==> src/common/spi_pkg.sv <==
package spi_pkg;

    // apb side widths
    typedef logic [3:0]  apb_addr_t;  // byte address inside the register block
    typedef logic [31:0] apb_data_t;  // apb data word

    // sclk half period is div+1 clk cycles
    typedef logic [7:0]  div_t;

    // miso passes two sync flops, so a half period of 3 clk is the floor
    localparam div_t DIV_MIN = 8'd2;
    localparam div_t DIV_RST = 8'd2;  // ctrl value out of reset

    // register map
    localparam apb_addr_t ADDR_CTRL   = 4'h0;  // rw, sclk divider
    localparam apb_addr_t ADDR_TXDATA = 4'h4;  // wo, write kicks off a transfer
    localparam apb_addr_t ADDR_RXDATA = 4'h8;  // ro, last received word
    localparam apb_addr_t ADDR_STATUS = 4'hC;  // ro, busy and done

    // status bit positions
    localparam int STATUS_BUSY = 0;
    localparam int STATUS_DONE = 1;  // sticky, cleared by rxdata read

    // shift engine states
    typedef enum logic [1:0] {
        IDLE,   // cs_n high, waiting for start
        LEAD,   // cs_n low, msb on mosi, first half period running
        SHIFT,  // sample on rise, shift on fall
        TRAIL   // cs_n back high, done pulse
    } shift_state_t;

endpackage

==> src/logic/cell_sync.sv <==
module cell_sync #(
    parameter int SYNC_STAGES = 2
) (
    input  logic clk,
    input  logic rst,
    input  logic in_p,   // async input, miso from the pad
    output logic out_p   // clk domain copy
);

    logic [SYNC_STAGES-1:0] chain;  // chain[0] may go metastable

    always_ff @(posedge clk or posedge rst) begin
        if (rst) begin
            chain <= '0;
        end else begin
            chain <= {chain[SYNC_STAGES-2:0], in_p};  // shift towards the msb
        end
    end

    assign out_p = chain[SYNC_STAGES-1];  // last stage only

    // a single flop gives no settling time at all
    a_min_stages: assert property (@(posedge clk) SYNC_STAGES >= 2)
        else $error("cell_sync needs at least two stages");

endmodule

==> src/logic/sclk_gen.sv <==
module sclk_gen
    import spi_pkg::*;
(
    input  logic clk,
    input  logic rst,
    input  logic run,    // high while the shifter is in a transfer
    input  div_t div,    // half period minus one
    output logic sclk,
    output logic rise,   // sclk goes high at the end of this cycle
    output logic fall    // sclk goes low at the end of this cycle
);

    div_t timer;  // clk cycles spent in the current half period
    logic tc;     // terminal count

    assign tc = run && (timer == div);

    always_ff @(posedge clk or posedge rst) begin
        if (rst) begin
            timer <= '0;
            sclk  <= 1'b0;  // mode 0 idles low
        end else if (!run) begin
            // parked so the next transfer opens with a full half period
            timer <= '0;
            sclk  <= 1'b0;
        end else if (tc) begin
            timer <= '0;
            sclk  <= ~sclk;
        end else begin
            timer <= timer + 8'd1;
        end
    end

    assign rise = tc && !sclk;  // low half ends
    assign fall = tc && sclk;   // high half ends

    a_one_edge: assert property (@(posedge clk) disable iff (rst) !(rise && fall))
        else $error("sclk_gen strobes rise and fall together");

endmodule

==> src/shifter/spi_shifter.sv <==
module spi_shifter
    import spi_pkg::*;
#(
    parameter int DATA_W = 8
) (
    input  logic              clk,
    input  logic              rst,
    input  logic              start,       // one cycle, from the txdata write
    input  logic [DATA_W-1:0] tx_word,
    input  logic              miso_s,      // already synchronized
    input  logic              rise,
    input  logic              fall,
    output logic              run,         // enables sclk_gen
    output logic              cs_n,
    output logic              mosi,
    output logic              busy,
    output logic              done_pulse,
    output logic [DATA_W-1:0] rx_word      // valid with done_pulse
);

    localparam int CNT_W = $clog2(DATA_W + 1);

    typedef logic [DATA_W-1:0] word_t;

    shift_state_t     state;
    word_t            tx_sr;    // transmit shift reg, msb drives mosi
    word_t            rx_sr;    // receive shift reg, fills from the lsb
    logic [CNT_W-1:0] bit_cnt;  // bits still to go, counts down from DATA_W
    logic             active;   // lead or shift

    always_ff @(posedge clk or posedge rst) begin
        if (rst) begin
            state   <= IDLE;
            cs_n    <= 1'b1;
            bit_cnt <= '0;
        end else begin
            case (state)
                IDLE, TRAIL: begin
                    // back to back start is allowed straight out of trail
                    if (start) begin
                        state   <= LEAD;
                        cs_n    <= 1'b0;
                        bit_cnt <= CNT_W'(DATA_W);
                    end else begin
                        state <= IDLE;
                    end
                end
                LEAD: begin
                    state <= SHIFT;  // sclk_gen already counting
                end
                SHIFT: begin
                    if (fall) begin
                        bit_cnt <= bit_cnt - 1'b1;
                        if (bit_cnt == CNT_W'(1)) begin
                            // last falling edge closes the frame
                            state <= TRAIL;
                            cs_n  <= 1'b1;
                        end
                    end
                end
                default: begin
                    state <= IDLE;
                end
            endcase
        end
    end

    // tx reg loads on start and moves one bit per fall
    always_ff @(posedge clk or posedge rst) begin
        if (rst) begin
            tx_sr <= '0;
        end else if (start) begin
            tx_sr <= tx_word;  // msb shows up with cs_n low
        end else if (state == SHIFT && fall) begin
            tx_sr <= {tx_sr[DATA_W-2:0], 1'b0};  // zero fill, mosi low after the word
        end
    end

    always_ff @(posedge clk) begin
        if (state == SHIFT && rise) begin
            rx_sr <= {rx_sr[DATA_W-2:0], miso_s};  // first bit ends at the msb
        end
    end

    assign active     = (state == LEAD) || (state == SHIFT);
    assign run        = active;
    assign busy       = active;
    assign done_pulse = (state == TRAIL);
    assign mosi       = tx_sr[DATA_W-1];
    assign rx_word    = rx_sr;

    // apb_regs has to refuse txdata writes during a transfer
    a_no_start_busy: assert property (@(posedge clk) disable iff (rst) start |-> !busy)
        else $error("spi_shifter got start while busy");

    a_cs_busy: assert property (@(posedge clk) disable iff (rst) busy |-> !cs_n)
        else $error("spi_shifter busy with cs_n high");

endmodule

==> src/logic/apb_regs.sv <==
module apb_regs
    import spi_pkg::*;
#(
    parameter int DATA_W = 8
) (
    input  logic              clk,
    input  logic              rst,
    input  logic              psel,
    input  logic              penable,
    input  logic              pwrite,
    input  apb_addr_t         paddr,
    input  apb_data_t         pwdata,
    output apb_data_t         prdata,
    output logic              pready,
    output logic              pslverr,
    output div_t              div,         // to sclk_gen
    output logic              start,       // to the shifter
    output logic [DATA_W-1:0] tx_word,
    input  logic              busy,
    input  logic              done_pulse,
    input  logic [DATA_W-1:0] rx_word,
    output logic              done         // sticky done bit
);

    logic              access;   // second apb phase, transfer completes here
    logic              err;      // access would be refused
    logic              wr_ok;    // accepted write
    logic              rd_ok;    // accepted read
    div_t              div_q;
    logic [DATA_W-1:0] rx_q;
    logic              done_q;

    assign access = psel && penable;
    assign pready = 1'b1;  // no wait states

    always_comb begin
        case (paddr)
            ADDR_CTRL:   err = pwrite && (div_t'(pwdata) < DIV_MIN);
            ADDR_TXDATA: err = pwrite && busy;  // no queueing behind a transfer
            ADDR_RXDATA: err = pwrite;          // read only
            ADDR_STATUS: err = pwrite;          // read only
            default:     err = 1'b1;            // hole in the map
        endcase
    end

    assign pslverr = access && err;
    assign wr_ok   = access && pwrite && !err;
    assign rd_ok   = access && !pwrite && !err;

    assign start   = wr_ok && (paddr == ADDR_TXDATA);
    assign tx_word = pwdata[DATA_W-1:0];  // sampled by the shifter with start

    always_ff @(posedge clk or posedge rst) begin
        if (rst) begin
            div_q <= DIV_RST;
        end else if (wr_ok && paddr == ADDR_CTRL) begin
            div_q <= div_t'(pwdata);
        end
    end

    // set beats clear when both hit in one cycle
    always_ff @(posedge clk or posedge rst) begin
        if (rst) begin
            done_q <= 1'b0;
        end else if (done_pulse) begin
            done_q <= 1'b1;
        end else if (rd_ok && paddr == ADDR_RXDATA) begin
            done_q <= 1'b0;
        end
    end

    always_ff @(posedge clk) begin
        if (done_pulse) begin
            rx_q <= rx_word;  // capture, shifter reg is reused next frame
        end
    end

    always_comb begin
        prdata = '0;  // zero outside a good read
        if (rd_ok) begin
            case (paddr)
                ADDR_CTRL: begin
                    prdata[7:0] = div_q;
                end
                ADDR_RXDATA: begin
                    prdata[DATA_W-1:0] = rx_q;
                end
                ADDR_STATUS: begin
                    prdata[STATUS_BUSY] = busy;
                    prdata[STATUS_DONE] = done_q;
                end
                default: begin
                    prdata = '0;  // txdata reads back zero
                end
            endcase
        end
    end

    assign div  = div_q;
    assign done = done_q;

    a_penable_psel: assert property (@(posedge clk) disable iff (rst) penable |-> psel)
        else $error("apb penable without psel");

    // the shifter must pick up every accepted start
    a_start_taken: assert property (@(posedge clk) disable iff (rst) start |=> busy)
        else $error("txdata write accepted but no transfer began");

endmodule

==> src/logic/spi_master.sv <==
module spi_master
    import spi_pkg::*;
#(
    parameter int DATA_W      = 8,
    parameter int SYNC_STAGES = 2
) (
    input  logic      clk,
    input  logic      rst,
    input  logic      psel,
    input  logic      penable,
    input  logic      pwrite,
    input  apb_addr_t paddr,
    input  apb_data_t pwdata,
    output apb_data_t prdata,
    output logic      pready,
    output logic      pslverr,
    output logic      sclk,
    output logic      mosi,
    output logic      cs_n,
    input  logic      miso,
    output logic      done
);

    div_t              div;         // ctrl to divider
    logic              start;
    logic [DATA_W-1:0] tx_word;
    logic [DATA_W-1:0] rx_word;
    logic              busy;
    logic              done_pulse;
    logic              run;
    logic              rise;
    logic              fall;
    logic              miso_s;      // miso in the clk domain

    apb_regs #(
        .DATA_W(DATA_W)
    ) apb_regs_i (
        .clk        (clk),
        .rst        (rst),
        .psel       (psel),
        .penable    (penable),
        .pwrite     (pwrite),
        .paddr      (paddr),
        .pwdata     (pwdata),
        .prdata     (prdata),
        .pready     (pready),
        .pslverr    (pslverr),
        .div        (div),
        .start      (start),
        .tx_word    (tx_word),
        .busy       (busy),
        .done_pulse (done_pulse),
        .rx_word    (rx_word),
        .done       (done)
    );

    sclk_gen sclk_gen_i (
        .clk  (clk),
        .rst  (rst),
        .run  (run),
        .div  (div),
        .sclk (sclk),
        .rise (rise),
        .fall (fall)
    );

    cell_sync #(
        .SYNC_STAGES(SYNC_STAGES)
    ) miso_sync_i (
        .clk   (clk),
        .rst   (rst),
        .in_p  (miso),
        .out_p (miso_s)
    );

    spi_shifter #(
        .DATA_W(DATA_W)
    ) spi_shifter_i (
        .clk        (clk),
        .rst        (rst),
        .start      (start),
        .tx_word    (tx_word),
        .miso_s     (miso_s),
        .rise       (rise),
        .fall       (fall),
        .run        (run),
        .cs_n       (cs_n),
        .mosi       (mosi),
        .busy       (busy),
        .done_pulse (done_pulse),
        .rx_word    (rx_word)
    );

endmodule

==> config.mk <==
export PLATFORM = sky130hd
export DESIGN_NAME = spi_master
export DESIGN_NICKNAME = d
export VERILOG_FILES = /design/src/common/spi_pkg.sv /design/src/logic/cell_sync.sv /design/src/logic/sclk_gen.sv /design/src/shifter/spi_shifter.sv /design/src/logic/apb_regs.sv /design/src/logic/spi_master.sv
export SDC_FILE = /design/constraint.sdc
export NUM_CORES = 1
export LEC_CHECK = 0
export BUFFER_PORTS_ARGS = -buffer_cell sky130_fd_sc_hd__buf_2
export CORE_UTILIZATION = 46
export DETAILED_ROUTE_END_ITERATION = 8
export PLACE_DENSITY = 0.71
export SETUP_SLACK_MARGIN = 0.05
export SYNTH_ARGS = -nofsm -noshare
export SYNTH_HDL_FRONTEND = slang
export SYNTH_SLANG_ARGS = --single-unit
==> constraint.sdc <==
create_clock -name clk -period 2.91 [get_ports clk]
set_clock_uncertainty 0.2 [all_clocks]
set_input_delay 0.582 -clock clk [delete_from_list [all_inputs] [get_ports clk]]
set_output_delay 0.582 -clock clk [all_outputs]
set_load 0.1 [all_outputs]
==> flow_metrics.py, run 1 <==
metrics = {
    "worst_setup_path": {
        "start_kind": "input port",
        "slowest_stage": "or4_4",
        "cp_max_fo": 2,
        "cp_data_arrival_time_ps": 2030,
        "critical_path_class": "in -> out",
        "critPathMaxStageDelay_ps": 540,
        "critPathRequiredTime_ps": 2130,
        "cp-end-kind": "output pin",
        "crit_chain": "buf_2 > or4_4 > o311ai_1 > a211oi_1 > nor2_4 > buf_12",
        "reg2reg_setup_slack_ps": 610,
    },
    "synthesis": {
        "ys_ff_latch": 51,
        "synth-seq-area-share_pct": 48.1,
        "synth.cell_area_um2": 2830,
        "syn_inst": 253,
        "synth_edf_count": 16,
        "syn_area_per_cell_um2": 11.2,
        "synth_ff_type": "dfrtp_1",
        "async_reset_ff_share_pct": 68.6,
        "synthDistinctLibCells": 51,
        "synth_top_area_cell": "dfrtp_1",
        "synth_top_area_share_pct": 29.2,
        "synth_area_leaders": "dfrtp_1 (29%), edfxtp_1 (17%), buf_4 (6.6%)",
        "ys_warn_count": 0,
    },
    "clock_network": {
        "cts.sinks": 51,
        "htreeDepth": 2,
        "cts_setup_buffers": 0,
        "cts_tree": "built",
        "insertion_delay_ps": 320,
        "clkSlewWorstSetupHoldPaths_ps": 100,
        "post_cts_hold_buffer_count": 0,
        "cts_buffer_depth": 2,
        "numCtsBuffers": 5,
        "cts_root_buffer": "clkbuf_8",
    },
    "pwr": {
        "irDropWorstVdd_mv": 0.444,
        "powerDensity_nw_per_um2": 806,
        "leakage_nw": 1.37,
    },
    "finish": {
        "layout.nets": 332,
        "area_growth_syn_to_layout_pct": 13.9,
        "drive_gt1_share_pct": 26.9,
        "fill_cells": 492,
        "antennaDiodeCount": 0,
        "final_cell_mix": "dfrtp_1 (33), conb_1 (25), buf_2 (23)",
        "layout_commonest_cell": "dfrtp_1",
        "postLayoutCoreUtil_pct": 54.4,
    },
    "global_route": {
        "grt_pass1_vias": 1818,
        "grt_pass1_wl_um": 8920,
        "grtUsageTotal_pct": 18.5,
        "grt_max_degree": 36,
        "overflow": 0,
        "antenna_found_initial": 0,
    },
    "timing": {
        "rsz0062_at_grt": "false",
        "period_needed_ps": 2810,
        "fmax_mhz": 355,
        "setup_viol_count_final": 0,
        "relSlewSlack_pct": 64.8,
        "drv_slew": 0,
        "hold_violations": 0,
        "fin_crit_sh_pct": 96.7,
        "worstMarginPinSlew_ps": 526,
        "tns_ps": 0,
    },
    "floorplanning": {
        "coreArea_um2": 5920,
        "rows": 28,
        "dieArea_um2": 6460,
        "start_util_pct": 47.7,
        "ioPinCount": 80,
        "die_w_um": 80.4,
        "die_y_um": 80.4,
    },
    "route": {
        "drc_errors": 0,
        "wl_per_cell_um": 15.0,
        "via_per_inst": 5.39,
        "drt_pass1_iterations": 4,
        "drt_iter0_drc": 128,
        "totalWireLength_um": 5420,
        "vias": 1946,
        "ant_nets": 0,
    },
    "place": {
        "gp_congestion": 0.802,
        "dp_hpwl_um": 3940,
        "portBuffers": 30,
    },
    "outcome": {
        "status": "finished, final reports clean",
    },
    "worst_hold_path": {
        "hp-class": "in -> async",
    },
    "job": {
        "max-cap-violations": 0,
    },
}
## synth_stat cells, types with 3 or more instances
cell and count:
a31oi_1 9, nand2b_1 4, mux2i_1 8, o21ai_0 6, and3_1 3, nor4_1 3, ha_1 5, xnor2_2 5
nand3_1 10, xnor2_1 4, buf_2 9, xor2_1 5, o31a_1 6, nand4_1 3, inv_1 14, nor2_1 13
nor3b_1 3, clkbuf_1 4, buf_4 25, mux2_4 6, dfrtp_1 33, edfxtp_1 16, nor3_1 8, a221o_1 7
nand2_1 7
## report_power, final
group          leakage (nW)  switching (mW)  total [mW]  internal, mW
Sequential            0.593           0.118        1.02         0.904
Clock                0.0467           0.267       0.446         0.179
Combinational         0.731           0.787        1.13         0.339
Total                  1.37            1.17        2.59          1.42
## flip-flops by register name (all words and copies together) (netlist names)
name	flops
miso_sync_i.chain	2
spi_shifter_i.state	2
sclk_gen_i.sclk	1
spi_shifter_i.rx_word	8
sclk_gen_i.timer	8
spi_shifter_i.bit_cnt	4
spi_shifter_i.tx_sr	8
apb_regs_i.div	8
apb_regs_i.rx_q	8
apb_regs_i.done	1
spi_shifter_i.cs_n	1
## final timing paths
kind,from,endpoint,cells after the start
setup / recovery,pwdata[4],pslverr,6
setup reg to reg,spi_shifter_i.state[0],spi_shifter_i.tx_sr[7],7
min in group clk,miso_sync_i.chain[0],miso_sync_i.chain[1],0
max in group asynchronous,rst,apb_regs_i.div[1],3
hold reg to reg,miso_sync_i.chain[0],miso_sync_i.chain[1],0
hold / removal,rst,sclk_gen_i.timer[1],3
## metal layers
metal / GRT usage [%] / vias up / routed length [µm]
met5: 0 / - / 0
met4: 6.25 / 0 / 80
met3: 3.64 / 8 / 224
met2: 29.2 / 61 / 2530
met1: 25.2 / 942 / 2580
li1: - / 935 / -
## per-stage QoR
stage	power, mW	cells	setup WS (ps)	cell area (µm²)	hold slack [ps]
floorplan	1.97	276	-212	2950	131
global placement	2.13	353	-3.59	3120	135
detailed placement	2.16	353	0.0351	3120	135
CTS	2.61	361	96.7	3220	159
global route	2.75	361	68.8	3220	156
finish	2.59	361	95.5	3220	145
## critical path: cells and delay by family
family                 cells  cell delay (ps)
AO/OA/AOI/OAI              2              490
AND/OR/NAND/NOR            2              660
buffers and inverters      2              290
## final cells by class
cell class	instances	area (µm²)	share of cell area, %
clock buffers	5	68.8	2.14
clock inverters	3	27.5	0.855
inverters	14	52.6	1.63
multi-input cells	173	1290	40.0
flip-flops and latches	51	1360	42.2
well taps	75	93.8	2.92
repair buffers	40	330	10.3
## repair_timing
item	4_1_cts	5_1_grt
resized for setup	1	0
hold endpoints to repair	0	0
setup endpoints to repair	1	0
## kinds of logic after synthesis
kind of cell	after synthesis	share of synthesized area, %
buffers and inverters	52	10.6
adder cells (fa/ha/maj)	5	2.21
AO/OA/AOI/OAI	43	11.7
AND/OR/NAND/NOR	70	14.6
flip-flops	51	48.1
XOR/XNOR	14	5.67
other	2	0.266
multiplexers	16	6.82
(Power assumes the default switching activity.)
==> inputs of run 2 (changes only) <==
--- a/config.mk
+++ b/config.mk
@@ -12,4 +12,5 @@
 export SETUP_SLACK_MARGIN = 0.05
 export SYNTH_ARGS = -nofsm -noshare
 export SYNTH_HDL_FRONTEND = slang
+export SYNTH_HIERARCHICAL = 1
 export SYNTH_SLANG_ARGS = --single-unit
==> flow_metrics.py, run 2 <==
metrics = {
    "pwr": {
        "irDropWorstVdd_mv": 0.365,
        "total_power_mw": 2.48,
        "powerDensity_nw_per_um2": 821,
        "leakage_nw": 1.35,
    },
    "clock_network": {
        "numCtsBuffers": 5,
        "cts_root_buffer": "clkbuf_8",
        "clkSlewWorstSetupHoldPaths_ps": 90,
        "insertion_delay_ps": 310,
        "cts_buffer_depth": 2,
        "cts_tree": "built",
        "cts.sinks": 51,
        "htreeDepth": 2,
    },
    "worst_setup_path": {
        "critPathRequiredTime_ps": 2130,
        "start_kind": "flop",
        "cp_data_arrival_time_ps": 1910,
        "reg2reg_setup_slack_ps": 430,
        "critical_path_class": "reg -> out",
        "cp_max_fo": 9,
        "cp-end-kind": "output pin",
    },
    "floorplanning": {
        "start_util_pct": 48.7,
        "die_w_um": 79.0,
        "rows": 27,
        "dieArea_um2": 6240,
        "die_y_um": 79.0,
        "ioPinCount": 80,
        "coreArea_um2": 5610,
    },
    "global_route": {
        "grtUsageTotal_pct": 17.7,
        "overflow": 0,
        "grt_pass1_vias": 1692,
        "grt_pass1_wl_um": 8360,
        "antenna_found_initial": 0,
        "grt_max_degree": 22,
    },
    "finish": {
        "area_growth_syn_to_layout_pct": 10.7,
        "fill_cells": 498,
        "drive_gt1_share_pct": 21.6,
        "final_cell_mix": "dfrtp_1 (33), conb_1 (25), buf_2 (22)",
        "layout.nets": 316,
        "multi_input_area_um2": 1140,
        "antennaDiodeCount": 0,
        "layout_commonest_cell": "dfrtp_1",
        "regArea_um2": 1360,
    },
    "synthesis": {
        "synth.cell_area_um2": 2730,
        "synth-seq-area-share_pct": 49.8,
        "synth_area_leaders": "dfrtp_1 (30%), edfxtp_1 (18%), buf_4 (9.4%)",
        "synth_edf_count": 16,
        "async_reset_ff_share_pct": 68.6,
        "synth_top_area_cell": "dfrtp_1",
        "synth_top_area_share_pct": 30.3,
        "syn_inst": 247,
        "ys_warn_count": 6,
        "ys_ff_latch": 51,
        "synthMostInstantiatedCell": "buf_4",
        "syn_area_per_cell_um2": 11.0,
        "synth_ff_type": "dfrtp_1",
        "synthDistinctLibCells": 49,
        "netlist_top_cells_count": "buf_4 (34), dfrtp_1 (33), nor2_1 (20), edfxtp_1 (16), mux2i_1 (15)",
    },
    "route": {
        "vias": 1710,
        "drt_pass1_iterations": 4,
        "totalWireLength_um": 5060,
        "wl_per_cell_um": 14.8,
        "via_per_inst": 5.01,
        "ant_nets": 0,
        "drt_iter0_drc": 79,
        "drc_errors": 0,
    },
    "timing": {
        "hold_violations": 0,
        "fin_crit_sh_pct": 92.7,
        "period_needed_ps": 2700,
        "relSlewSlack_pct": 59.8,
        "setup_viol_count_final": 0,
        "fmax_mhz": 371,
        "rsz0062_at_grt": "false",
        "worstMarginPinSlew_ps": 602,
        "timing.hold.ws_ps": 168,
        "drv_slew": 0,
    },
    "place": {
        "gp_congestion": 0.792,
        "portBuffers": 30,
        "dp_hpwl_um": 3740,
    },
    "worst_hold_path": {
        "hp-class": "reg -> reg",
    },
    "job": {
        "max-cap-violations": 0,
    },
    "outcome": {
        "status": "finished, final reports clean",
    },
}
-- run 2: cell types whose count changed after synthesis, moves of 5 or more --
cell     before  now
nor3_1        8    2
a31oi_1       9    1
a221o_1       7    0
buf_4        25   34
nor2_1       13   20
xnor2_2       5    0
xnor2_1       4   10
mux2i_1       8   15
a22o_2        0    5
nand3_1      10    5
buf_2         9    2
o31a_1        6    0
nand2_1       7   14
-- run 2: kinds of logic after synthesis --
| kind of cell | count (synthesis) | share of synthesized area (%) |
|---|---|---|
| fa+ha+maj | 6 | 2.75 |
| buf+inv | 51 | 12.1 |
| flops | 51 | 49.8 |
| mux | 20 | 7.98 |
| simple gates | 73 | 14.8 |
| other cells | 2 | 0.275 |
| compound gates | 30 | 7.84 |
| xor+xnor | 14 | 4.49 |
-- run 2: worst paths after layout --
kind,depth (start not counted),end,from
max reg2reg,8,spi_shifter_i/bit_cnt[2],spi_shifter_i/state[0]
min,0,miso_sync_i/chain[1],miso_sync_i/chain[0]
max in group asynchronous,3,spi_shifter_i/tx_sr[2],rst
min in group asynchronous,3,miso_sync_i/chain[0],rst
max,7,prdata[0],spi_shifter_i/state[0]
min reg2reg,0,miso_sync_i/chain[1],miso_sync_i/chain[0]
-- run 2: critical path, stage by stage (launching register included) --
cell and delay, ps:
dfrtp_1 410, inv_1 130, ha_4 240, inv_2 140
mux2_2 180, a22oi_1 60, nor2_1 230, buf_12 210
-- run 2: layout make-up --
type	count	area share, %
clock buffers	5	2.28
clock inverters	3	1.28
inverters	11	1.37
multi-input cells	168	37.8
flip-flops and latches	51	45.0
well taps	72	2.98
repair buffers	31	9.28
-- run 2: routing by layer --
metal | vias to the layer above | global-route usage [%] | part of all wire, %
met5 | - | 0 | 0
met4 | 0 | 6.00 | 1.6
met3 | 8 | 3.45 | 3.0
met2 | 37 | 29.7 | 50
met1 | 828 | 22.9 | 45
li1 | 837 | - | -
-- run 2: report_power, final --
group / switching, mW / internal, mW
Clock: 0.237 / 0.252
Combinational: 0.628 / 0.310
Sequential: 0.119 / 0.933
Total: 0.983 / 1.50
-- run 2: repair_timing --
| item | 4_1_cts | 5_1_grt |
|---|---|---|
| hold buffers | 1 | 0 |
| gates resized for setup | 1 | 2 |
| endpoints found under the hold margin | 2 | 0 |
| endpoints found under the setup margin | 2 | 2 |
| buffers inserted | 0 | 0 |
-- run 2: per-stage QoR --
stage	setup slack (ps)	instance area, µm²	utilization, %	TNS, ps	instances
after global routing	95.7	3020	53.9	0	341
after floorplan	-379	2820	-	-2490	270
final	213	3020	53.9	0	341
after CTS	90.7	3010	53.6	0	341
after global placement	262	2890	51.5	0	332
after detailed placement	241	2890	51.5	0	332
==> inputs of run 3 (changes only) <==
--- a/config.mk
+++ b/config.mk
@@ -6,10 +6,12 @@
 export NUM_CORES = 1
 export LEC_CHECK = 0
 export BUFFER_PORTS_ARGS = -buffer_cell sky130_fd_sc_hd__buf_2
+export CORE_MARGIN = 2
 export CORE_UTILIZATION = 46
 export DETAILED_ROUTE_END_ITERATION = 8
 export PLACE_DENSITY = 0.71
 export SETUP_SLACK_MARGIN = 0.05
+export SLEW_MARGIN = 20
 export SYNTH_ARGS = -nofsm -noshare
 export SYNTH_HDL_FRONTEND = slang
 export SYNTH_HIERARCHICAL = 1
==> constraint.sdc (replaced) <==
create_clock -name clk -period 2.91 [get_ports clk]
set_clock_uncertainty 0.2 [all_clocks]
set_input_delay 0.4365 -clock clk [delete_from_list [all_inputs] [get_ports clk]]
set_output_delay 0.4365 -clock clk [all_outputs]
set_load 0.1 [all_outputs]
==> flow_metrics.py, run 3 (synthesis results as in run 2) <==
metrics = {
    "pwr": {
        "leakage_nw": 1.32,
        "powerDensity_nw_per_um2": 818,
        "irDropWorstVdd_mv": 0.433,
    },
    "route": {
        "wl_per_cell_um": 14.1,
        "drt_pass1_iterations": 4,
        "ant_nets": 0,
        "totalWireLength_um": 4840,
        "vias": 1681,
        "via_per_inst": 4.89,
        "drc_errors": 0,
        "drt_iter0_drc": 82,
    },
    "floorplanning": {
        "die_y_um": 81.0,
        "die_w_um": 81.0,
        "dieArea_um2": 6560,
        "ioPinCount": 80,
        "coreArea_um2": 5820,
        "rows": 28,
        "start_util_pct": 46.9,
    },
    "global_route": {
        "antenna_found_initial": 0,
        "grtUsageTotal_pct": 16.0,
        "grt_pass1_wl_um": 8000,
        "overflow": 0,
        "grt_max_degree": 22,
        "grt_pass1_vias": 1646,
    },
    "timing": {
        "fin_crit_sh_pct": 91.8,
        "tns_ps": 0,
        "fmax_mhz": 374,
        "drv_slew": 0,
        "setup_viol_count_final": 0,
        "worstMarginPinSlew_ps": 605,
        "relSlewSlack_pct": 59.6,
        "rsz0062_at_grt": "false",
        "hold_violations": 0,
        "period_needed_ps": 2670,
    },
    "finish": {
        "multi_input_area_um2": 1130,
        "layout_commonest_cell": "dfrtp_1",
        "drive_gt1_share_pct": 21.6,
        "regArea_um2": 1360,
        "layout.nets": 316,
        "final_cell_area_um2": 2900,
        "area_growth_syn_to_layout_pct": 6.19,
        "final_cell_mix": "dfrtp_1 (33), buf_2 (28), conb_1 (25)",
        "fill_cells": 563,
        "antennaDiodeCount": 0,
    },
    "worst_setup_path": {
        "cp_data_arrival_time_ps": 2040,
        "cp-end-kind": "output pin",
        "critical_path_class": "reg -> out",
        "critPathRequiredTime_ps": 2270,
        "start_kind": "flop",
        "cp_max_fo": 9,
    },
    "place": {
        "portBuffers": 30,
        "dp_hpwl_um": 3690,
        "placed_cell_area_um2": 2790,
        "gp_congestion": 0.792,
    },
    "clock_network": {
        "cts_buffer_depth": 2,
        "htreeDepth": 2,
        "cts_root_buffer": "clkbuf_8",
        "cts_tree": "built",
        "numCtsBuffers": 5,
        "clkSlewWorstSetupHoldPaths_ps": 100,
        "insertion_delay_ps": 310,
        "cts.sinks": 51,
        "cts_setup_buffers": 0,
    },
    "outcome": {
        "status": "finished, final reports clean",
    },
    "worst_hold_path": {
        "hp-class": "in -> reg",
    },
    "job": {
        "max-cap-violations": 0,
    },
}
==> run 3: worst paths after layout <==
path / start / end / slack [ps] / cells after the start
worst max register to register: spi_shifter_i/state[0] / spi_shifter_i/bit_cnt[2] / 320 / 8
worst min-delay path: miso / miso_sync_i/chain[0] / 30 / 1
worst min register to register: miso_sync_i/chain[0] / miso_sync_i/chain[1] / 160 / 0
max in group asynchronous: rst / spi_shifter_i/state[0] / 1540 / 3
min in group asynchronous: rst / miso_sync_i/chain[1] / 350 / 3
worst max-delay path: spi_shifter_i/state[0] / prdata[0] / 240 / 7
==> run 3: power by group <==
part           switching [mW]  internal (mW)
sequential              0.118          0.933
clock                   0.252          0.178
combinational           0.612          0.278
==> run 3: layout make-up <==
class	instances	area share, %
multi-input cells	168	39.0
clock buffers	5	2.37
inverters	11	1.42
clock inverters	3	0.950
flip-flops and latches	51	46.9
repair buffers	31	6.13
well taps	75	3.24
==> run 3: worst max-delay path, cell delays in order (launching register included) <==
cell and delay [ps]:
dfrtp_1 390, inv_1 70, ha_1 390, inv_2 120
mux2_2 280, a22oi_1 170, nor2_1 60, buf_4 230
==> run 3: repair_timing <==
item | in CTS | in global routing
endpoints found under the setup margin | 0 | 1
hold endpoints to repair | 19 | 0
resized for setup | 0 | 3
hold buffers | 1 | 0
==> run 3: layer usage <==
| layer | vias to the layer above | GRT usage, % | wire length [µm] |
|---|---|---|---|
| li1 | 837 | - | - |
| met1 | 810 | 21.0 | 2220 |
| met2 | 30 | 27.5 | 2430 |
| met3 | 4 | 2.56 | 142 |
| met4 | 0 | 4.58 | 45 |
| met5 | - | 0 | 0 |
==> run 3: metrics by stage <==
stage               power [mW]  utilization, %  instances  hold slack (ps)  setup slack, ps
floorplan                 1.82               -        270            -22.3            -88.3
global placement          1.93            48.0        335              135              338
detailed placement        1.96            48.0        335              137              267
CTS                       2.39            49.8        344             24.9             64.0
global route              2.54            49.8        344             25.6              107
finish                    2.37            49.8        344             34.1              238
